**config.mk**
```make
export PLATFORM = sky130hd
export DESIGN_NAME = accel_top
export DESIGN_NICKNAME = d
export VERILOG_FILES = /design/src/hdl/accel_pkg.sv /design/src/hdl/accel_req_fifo.sv /design/src/hdl/accel_csr_decode.sv /design/src/hdl/accel_forward.sv /design/src/hdl/accel_top.sv
export SDC_FILE = /design/constraint.sdc
export NUM_CORES = 1
export LEC_CHECK = 0
export BUFFER_PORTS_ARGS = -buffer_cell sky130_fd_sc_hd__buf_2
export CAP_MARGIN = 20
export CORE_UTILIZATION = 50
export DETAILED_ROUTE_END_ITERATION = 10
export PLACE_DENSITY = 0.73
export REMOVE_ABC_BUFFERS = 1
export SLEW_MARGIN = 10
export SYNTH_ARGS = -nofsm -noshare
export SYNTH_HDL_FRONTEND = slang
export SYNTH_SLANG_ARGS = --single-unit
```
**constraint.sdc**
```tcl
create_clock -name clk_i -period 5.4 [get_ports clk_i]
set_input_delay 0.27 -clock clk_i [delete_from_list [all_inputs] [get_ports clk_i]]
set_output_delay 0.27 -clock clk_i [all_outputs]
set_load 0.01 [all_outputs]
```
**src/hdl/accel_pkg.sv**
```systemverilog
package accel_pkg;

   // the request selector is taken from the low address bits
   localparam int sel_width_c = 2;

   // where an inbound write request goes
   typedef enum logic [sel_width_c-1:0]
   {
      // tag placed in the address field of outgoing packets
      SEL_ADDR = 2'd0,
      // y and x coordinates of the outgoing packets
      SEL_DEST = 2'd1,
      // send the data word out as a write packet
      SEL_FWD  = 2'd2,
      // unmapped, consumed and dropped
      SEL_NONE = 2'd3
   } target_sel_e;

   // bits needed to count from zero up to and including max_val
   function automatic int cnt_width_f(input int max_val);
      int width;
      width = $clog2(max_val + 1);
      return (width < 1) ? 1 : width;
   endfunction

   // bits needed to index a storage of els entries
   function automatic int ptr_width_f(input int els);
      int width;
      width = $clog2(els);
      return (width < 1) ? 1 : width;
   endfunction

endpackage

```
**src/hdl/accel_req_fifo.sv**
```systemverilog
`timescale 1ns/1ps

module accel_req_fifo
  #(parameter int data_width_p = 32
    , parameter int addr_width_p = 16
    , parameter int fifo_els_p = 4
    )
   (input  logic                    clk_i
    , input  logic                    arst_n_i

    // inbound requests, limited by the sender's credits
    , input  logic                    in_v_i
    , input  logic [addr_width_p-1:0] in_addr_i
    , input  logic [data_width_p-1:0] in_data_i

    // head of the queue toward the decoder
    , output logic                    head_v_o
    , output logic [addr_width_p-1:0] head_addr_o
    , output logic [data_width_p-1:0] head_data_o
    , input  logic                    head_yumi_i

    // one pulse per freed entry
    , output logic                    in_credit_o
    );

   import accel_pkg::*;

   localparam int ptr_width_lp = ptr_width_f(fifo_els_p);
   localparam int cnt_width_lp = cnt_width_f(fifo_els_p);

   logic [addr_width_p-1:0] addr_mem [fifo_els_p];
   logic [data_width_p-1:0] data_mem [fifo_els_p];

   logic [ptr_width_lp-1:0] wr_ptr_r;
   logic [ptr_width_lp-1:0] rd_ptr_r;
   logic [cnt_width_lp-1:0] count_r;
   logic                    full;
   logic                    enq;
   logic                    deq;

   // pointers wrap at the depth, which need not be a power of two
   function automatic logic [ptr_width_lp-1:0] next_ptr(input logic [ptr_width_lp-1:0] ptr);
      logic [ptr_width_lp-1:0] nxt;
      if (ptr == ptr_width_lp'(fifo_els_p - 1))
         nxt = '0;
      else
         nxt = ptr + 1'b1;
      return nxt;
   endfunction

   assign full     = (count_r == cnt_width_lp'(fifo_els_p));
   assign head_v_o = (count_r != '0);

   // a write into a full queue is dropped
   assign enq = in_v_i & ~full;
   assign deq = head_yumi_i & head_v_o;

   assign head_addr_o = addr_mem[rd_ptr_r];
   assign head_data_o = data_mem[rd_ptr_r];

   // storage
   always_ff @(posedge clk_i)
   begin
      if (enq)
      begin
         addr_mem[wr_ptr_r] <= in_addr_i;
         data_mem[wr_ptr_r] <= in_data_i;
      end
   end

   always_ff @(posedge clk_i or negedge arst_n_i)
   begin
      if (!arst_n_i)
      begin
         wr_ptr_r    <= '0;
         rd_ptr_r    <= '0;
         count_r     <= '0;
         in_credit_o <= 1'b0;
      end
      else
      begin
         if (enq)
            wr_ptr_r <= next_ptr(wr_ptr_r);
         if (deq)
            rd_ptr_r <= next_ptr(rd_ptr_r);
         if (enq && !deq)
            count_r <= count_r + 1'b1;
         else if (deq && !enq)
            count_r <= count_r - 1'b1;
         // credit goes back the cycle after the pop
         in_credit_o <= deq;
      end
   end

endmodule

```
**src/hdl/accel_csr_decode.sv**
```systemverilog
`timescale 1ns/1ps

module accel_csr_decode
  #(parameter int data_width_p = 32
    , parameter int addr_width_p = 16
    , parameter int x_cord_width_p = 4
    , parameter int y_cord_width_p = 4
    )
   (input  logic                      clk_i
    , input  logic                      arst_n_i

    // request at the head of the inbound queue
    , input  logic                      head_v_i
    , input  logic [addr_width_p-1:0]   head_addr_i
    , input  logic [data_width_p-1:0]   head_data_i
    , output logic                      head_yumi_o

    // forward handshake
    , input  logic                      fwd_ready_i
    , output logic                      fwd_v_o

    // stored packet configuration
    , output logic [addr_width_p-1:0]   pkt_addr_o
    , output logic [x_cord_width_p-1:0] pkt_dest_x_o
    , output logic [y_cord_width_p-1:0] pkt_dest_y_o
    );

   import accel_pkg::*;

   localparam int yx_width_lp = y_cord_width_p + x_cord_width_p;

   target_sel_e sel;
   logic        addr_we;
   logic        dest_we;

   assign sel = target_sel_e'(head_addr_i[sel_width_c-1:0]);

   always_comb
   begin
      addr_we     = 1'b0;
      dest_we     = 1'b0;
      fwd_v_o     = 1'b0;
      head_yumi_o = 1'b0;
      unique case (sel)
         SEL_ADDR:
         begin
            addr_we     = head_v_i;
            head_yumi_o = head_v_i;
         end
         SEL_DEST:
         begin
            dest_we     = head_v_i;
            head_yumi_o = head_v_i;
         end
         SEL_FWD:
         begin
            // held at the head until an outbound credit is available
            fwd_v_o     = head_v_i & fwd_ready_i;
            head_yumi_o = head_v_i & fwd_ready_i;
         end
         SEL_NONE:
         begin
            // unmapped target, just eat it
            head_yumi_o = head_v_i;
         end
      endcase
   end

   always_ff @(posedge clk_i or negedge arst_n_i)
   begin
      if (!arst_n_i)
      begin
         pkt_addr_o   <= '0;
         pkt_dest_x_o <= '0;
         pkt_dest_y_o <= '0;
      end
      else
      begin
         if (addr_we)
            pkt_addr_o <= head_data_i[addr_width_p-1:0];
         // x sits in the lowest bits, y right above it
         if (dest_we)
            {pkt_dest_y_o, pkt_dest_x_o} <= head_data_i[yx_width_lp-1:0];
      end
   end

endmodule

```
**src/hdl/accel_forward.sv**
```systemverilog
`timescale 1ns/1ps

module accel_forward
  #(parameter int data_width_p = 32
    , parameter int addr_width_p = 16
    , parameter int x_cord_width_p = 4
    , parameter int y_cord_width_p = 4
    , parameter int out_credits_p = 3
    )
   (input  logic                      clk_i
    , input  logic                      arst_n_i

    // forward request from the decoder
    , input  logic                      fwd_v_i
    , input  logic [data_width_p-1:0]   fwd_data_i
    , output logic                      fwd_ready_o

    // packet configuration in force
    , input  logic [addr_width_p-1:0]   pkt_addr_i
    , input  logic [x_cord_width_p-1:0] pkt_dest_x_i
    , input  logic [y_cord_width_p-1:0] pkt_dest_y_i

    // outgoing write packet, full word
    , output logic                      out_v_o
    , output logic [addr_width_p-1:0]   out_addr_o
    , output logic [x_cord_width_p-1:0] out_dest_x_o
    , output logic [y_cord_width_p-1:0] out_dest_y_o
    , output logic [data_width_p-1:0]   out_data_o

    // credit returned by the receiver
    , input  logic                      out_credit_i
    );

   import accel_pkg::*;

   localparam int credit_width_lp = cnt_width_f(out_credits_p);

   logic [credit_width_lp-1:0] credit_cnt_r;
   logic                       send;

   // the decoder raises fwd_v_i only while a credit is left
   assign send        = fwd_v_i;
   assign fwd_ready_o = (credit_cnt_r != '0);

   // outbound credit counter
   always_ff @(posedge clk_i or negedge arst_n_i)
   begin
      if (!arst_n_i)
      begin
         credit_cnt_r <= credit_width_lp'(out_credits_p);
      end
      else
      begin
         // send and return together leave it unchanged
         if (send && !out_credit_i)
            credit_cnt_r <= credit_cnt_r - 1'b1;
         else if (out_credit_i && !send)
            credit_cnt_r <= credit_cnt_r + 1'b1;
      end
   end

   // one-cycle strobe
   always_ff @(posedge clk_i or negedge arst_n_i)
   begin
      if (!arst_n_i)
         out_v_o <= 1'b0;
      else
         out_v_o <= send;
   end

   // packet fields are qualified by out_v_o
   always_ff @(posedge clk_i)
   begin
      if (send)
      begin
         out_addr_o   <= pkt_addr_i;
         out_dest_x_o <= pkt_dest_x_i;
         out_dest_y_o <= pkt_dest_y_i;
         out_data_o   <= fwd_data_i;
      end
   end

endmodule

```
**src/hdl/accel_top.sv**
```systemverilog
`timescale 1ns/1ps

module accel_top
  #(parameter int data_width_p = 32
    , parameter int addr_width_p = 16
    , parameter int x_cord_width_p = 4
    , parameter int y_cord_width_p = 4
    , parameter int fifo_els_p = 4
    , parameter int out_credits_p = 3
    )
   (input  logic                      clk_i
    , input  logic                      arst_n_i

    // inbound write requests
    , input  logic                      in_v_i
    , input  logic [addr_width_p-1:0]   in_addr_i
    , input  logic [data_width_p-1:0]   in_data_i
    , output logic                      in_credit_o

    // outbound write packets
    , output logic                      out_v_o
    , output logic [addr_width_p-1:0]   out_addr_o
    , output logic [x_cord_width_p-1:0] out_dest_x_o
    , output logic [y_cord_width_p-1:0] out_dest_y_o
    , output logic [data_width_p-1:0]   out_data_o
    , input  logic                      out_credit_i
    );

   logic                      head_v;
   logic [addr_width_p-1:0]   head_addr;
   logic [data_width_p-1:0]   head_data;
   logic                      head_yumi;
   logic                      fwd_v;
   logic                      fwd_ready;
   logic [addr_width_p-1:0]   pkt_addr;
   logic [x_cord_width_p-1:0] pkt_dest_x;
   logic [y_cord_width_p-1:0] pkt_dest_y;

   // inbound queue, one credit per freed entry
   accel_req_fifo
     #(.data_width_p (data_width_p)
       ,.addr_width_p(addr_width_p)
       ,.fifo_els_p  (fifo_els_p)
       ) req_fifo
     (.clk_i        (clk_i)
      ,.arst_n_i    (arst_n_i)
      ,.in_v_i      (in_v_i)
      ,.in_addr_i   (in_addr_i)
      ,.in_data_i   (in_data_i)
      ,.head_v_o    (head_v)
      ,.head_addr_o (head_addr)
      ,.head_data_o (head_data)
      ,.head_yumi_i (head_yumi)
      ,.in_credit_o (in_credit_o)
      );

   accel_csr_decode
     #(.data_width_p   (data_width_p)
       ,.addr_width_p  (addr_width_p)
       ,.x_cord_width_p(x_cord_width_p)
       ,.y_cord_width_p(y_cord_width_p)
       ) csr_decode
     (.clk_i         (clk_i)
      ,.arst_n_i     (arst_n_i)
      ,.head_v_i     (head_v)
      ,.head_addr_i  (head_addr)
      ,.head_data_i  (head_data)
      ,.head_yumi_o  (head_yumi)
      ,.fwd_ready_i  (fwd_ready)
      ,.fwd_v_o      (fwd_v)
      ,.pkt_addr_o   (pkt_addr)
      ,.pkt_dest_x_o (pkt_dest_x)
      ,.pkt_dest_y_o (pkt_dest_y)
      );

   // the forwarded word comes straight from the queue head
   accel_forward
     #(.data_width_p   (data_width_p)
       ,.addr_width_p  (addr_width_p)
       ,.x_cord_width_p(x_cord_width_p)
       ,.y_cord_width_p(y_cord_width_p)
       ,.out_credits_p (out_credits_p)
       ) forward
     (.clk_i         (clk_i)
      ,.arst_n_i     (arst_n_i)
      ,.fwd_v_i      (fwd_v)
      ,.fwd_data_i   (head_data)
      ,.fwd_ready_o  (fwd_ready)
      ,.pkt_addr_i   (pkt_addr)
      ,.pkt_dest_x_i (pkt_dest_x)
      ,.pkt_dest_y_i (pkt_dest_y)
      ,.out_v_o      (out_v_o)
      ,.out_addr_o   (out_addr_o)
      ,.out_dest_x_o (out_dest_x_o)
      ,.out_dest_y_o (out_dest_y_o)
      ,.out_data_o   (out_data_o)
      ,.out_credit_i (out_credit_i)
      );

endmodule

```
==> summary.md <==
| Metric | Value |
|---|---|
| Pwr Total | 5840 uW |
| Synth-to-layout area growth | 22.0% |
| DP Worst Slack | 2210 ps |
| Total CTS buffers | 23 |
| Clk slew on worst S/H paths | 60 ps |
| Gate count after technology mapping | 357 |
| Worst slew pin tran | 1080 ps |
| Sw frac | 0.274 |
| WL final | 13,500 um |
| GRT Total Usage | 0.167 |
| Seq/Total Area, Yosys | 0.807 |
| Leakage power figure | 0.00361 uW |
| Tmin final | 3240 ps |
| Most common cell in the netlist | edfxtp_1 |
| Design area | 10,000 um2 |
| Vias | 3,802 |
| Vias in the first global route | 3,956 |
| Layout cells sized above 1 | 0.386 |
| # fillers | 1,164 |
| H-Tree Depth | 1 |
| Post-route setup slack | 2160 ps |
| Worst Clk Skew | 7.74 ps |
| N_diodes | 0 |
| Final core utilization | 0.628 |
| Max-cap violations | 0 |
| Worst-path fanout max | 48 |
| Worst vdd ir | 0.301 mV |
| Synthesis-stage register bit count | 227 |
| Crit end category | flip-flop |
| DR WL/cell | 18.3 um |
| Max-slew violations | 0 |
| Tcrit/Tclk final | 0.600 |
| Internal power | 4240 uW |
| Initial Util | 0.514 |
| Reg2Reg Setup Slack | 2160 ps |
| RePlAce Congestion | 0.686 |
| Placeable Area | 16,000 um2 |
| Die width | 130 um |
| HPWL after DPL | 7490 um |
| Pwr Density | 582 nW/um2 |
| FP Rows | 46 |
| # DRC | 0 |
| Share of the synthesized area in the top cell type | 0.701 |
| Worst Hold Path EP | forward.credit_cnt_r[0]$_DFFE_PN1P_ |
| CP required | 5780 ps |
| Reg power frac | 0.478 |
| Grt ovf | 0 |
| DR vias/cell | 5.16 |
| Syn Area/Cell | 23.0 um2 |
| Crit Reg-Reg Endpoint | req_fifo.count_r[1]$_DFFE_PN0P_ |
| Initial DRC Count | 137 |
| Clk_lat worst skew | 500 ps |
| CTS max path bufs | 3 |
| Post-synth EDFFs | 192 |
| Post-DP Area | 8920 um2 |
| CTS root buffer | clkbuf_16 |
| RR Startpoint | req_fifo.rd_ptr_r[1]$_DFFE_PN0P_ |
| DRT antenna net count | 0 |
| Setup_tns | 0 ps |
| Status | complete, no violations |
| Synth area leaders | edfxtp_1, dfrtp_1, mux4_2, mux2_2, mux2_4 |
| Netlist area before placement | 8230 um2 |
| Die Area | 17,000 um2 |
| # hold bufs at CTS | 35 |
| RSZ-0062 raised after global routing | false |
| Asr flop ratio synth | 0.154 |
| FF-to-FF path depth | 7 |
| Clk network pwr share | 0.276 |
| Largest net degree at the start of global routing | 49 |
| YS warnings | 0 |
| Critical Path AT | 3620 ps |
| Sw power | 1600 uW |
| Hold Crit Class | in -> reg |
| Synth Flop Type | edfxtp_1 |
| Post-cts sizing count | 0 |
| CTS sink count | 227 |
| Slew margin rel. | 0.277 |
| Worst setup path class | reg -> reg |
| I/O Buffers | 95 |
| Synth top cells by count | edfxtp_1, dfrtp_1, mux4_2, mux2_2, inv_1 |
| First-pass GRT wire length | 21,000 um |
| Max frequency | 309 MHz |
| Synth area leader | edfxtp_1 |
| CTS tree | yes |
| Final hold violation count | 0 |
| Comb power frac | 0.247 |
| First-pass DRT Iterations | 4 |
| WHS Path Cells | 4 |
| IO Pins | 110 |
| Initial antenna violation count | 0 |
| Hold Startpoint | out_credit_i |
| Distinct cells, synth | 35 |
| Post-layout net count | 564 |
| Setup Viol. Count Final | 0 |
| Crit path launch type | flip-flop |
| Post-CTS setup buffers | 0 |
| Die height | 130 um |
-- worst max-delay path: stages (launching register included) --
cell	delay (ps)
dfrtp_2	1080
nor4bb_1	150
nor4_1	670
o31ai_2	170
ha_1	260
inv_1	80
fa_1	420
mux2_2	270
-- metrics by stage --
stage | hold WS, ps | instances
2_1_floorplan | -25.6 | 346
3_3_place_gp | 392 | 660
3_5_place_dp | 411 | 660
4_1_cts | 119 | 737
5_1_grt | 163 | 737
6_report | 128 | 737
-- cell usage in the layout, fill, tap and decap left out, types with 6 or more instances in the layout --
| cell | Yosys | routed |
|---|---|---|
| mux4_2 | 32 | 32 |
| clkbuf_1 | 0 | 6 |
| dfrtp_1 | 33 | 31 |
| buf_2 | 3 | 95 |
| clkbuf_16 | 0 | 23 |
| edfxtp_1 | 192 | 192 |
| inv_1 | 8 | 8 |
| mux2_2 | 19 | 19 |
| mux2_4 | 7 | 7 |
| ha_1 | 7 | 7 |
| nor2_1 | 7 | 7 |
| dlygate4sd3_1 | 0 | 35 |
-- power groups by stage --
stage | registers, uW | logic, uW | clock network (uW)
final | 2790 | 1440 | 1610
after global routing | 2850 | 1590 | 1710
after CTS | 2800 | 1490 | 1640
after detailed placement | 2830 | 1450 | 0
after global placement | 2800 | 1410 | 0
after floorplan | 2930 | 874 | 0
-- cell type report --
| type | count | area [um2] | share of cell area |
|---|---|---|---|
| sequential | 227 | 6650 | 0.662 |
| multi-input combinational | 111 | 1470 | 0.147 |
| timing repair buffer | 133 | 848 | 0.0845 |
| clock buffer | 29 | 598 | 0.0596 |
| tap | 216 | 270 | 0.0269 |
| clock inverter | 13 | 174 | 0.0173 |
| inverter | 8 | 30.0 | 0.00299 |
-- logic make-up after synthesis --
logic type	after synthesis	synth area share
XOR/XNOR	6	0.00639
adder cells (fa/ha/maj)	8	0.0131
multiplexers	58	0.126
AND/OR/NAND/NOR	26	0.0184
buffers and inverters	19	0.0146
flip-flops	227	0.807
AO/OA/AOI/OAI	13	0.0137
-- how the worst max path moves through the flow --
stage                                     startpoint                             endpoint
global route        req_fifo.rd_ptr_r[1]$_DFFE_PN0P_      req_fifo.count_r[1]$_DFFE_PN0P_
floorplan           req_fifo.rd_ptr_r[0]$_DFFE_PN0P_  forward.credit_cnt_r[1]$_DFFE_PN1P_
finish              req_fifo.rd_ptr_r[1]$_DFFE_PN0P_      req_fifo.count_r[1]$_DFFE_PN0P_
CTS                 req_fifo.rd_ptr_r[1]$_DFFE_PN0P_      req_fifo.count_r[1]$_DFFE_PN0P_
global placement    req_fifo.rd_ptr_r[1]$_DFFE_PN0P_      req_fifo.count_r[1]$_DFFE_PN0P_
detailed placement  req_fifo.rd_ptr_r[1]$_DFFE_PN0P_      req_fifo.count_r[1]$_DFFE_PN0P_
-- flip-flops by register name (all words and copies together), names as in the netlist --
name and cells:
req_fifo.data_mem 128, forward.out_data_o 32, csr_decode.pkt_addr_o 16, forward.out_addr_o 16, req_fifo.addr_mem 8, csr_decode.pkt_dest_x_o 4
csr_decode.pkt_dest_y_o 4, forward.out_dest_x_o 4, forward.out_dest_y_o 4, req_fifo.count_r 3, forward.credit_cnt_r 2, req_fifo.rd_ptr_r 2
req_fifo.wr_ptr_r 2, forward.out_v_o 1, req_fifo.in_credit_o 1
-- layer usage --
metal / part of all wire / vias to the layer above / wire length, um / GRT usage
met4: 0.031 / 0 / 423 / 0.0609
met5: 0 / - / 0 / 0
met2: 0.51 / 114 / 6810 / 0.289
li1: - / 1735 / - / -
met3: 0.045 / 24 / 603 / 0.0320
met1: 0.42 / 1929 / 5640 / 0.210
Power figures use the tool's default switching activity.
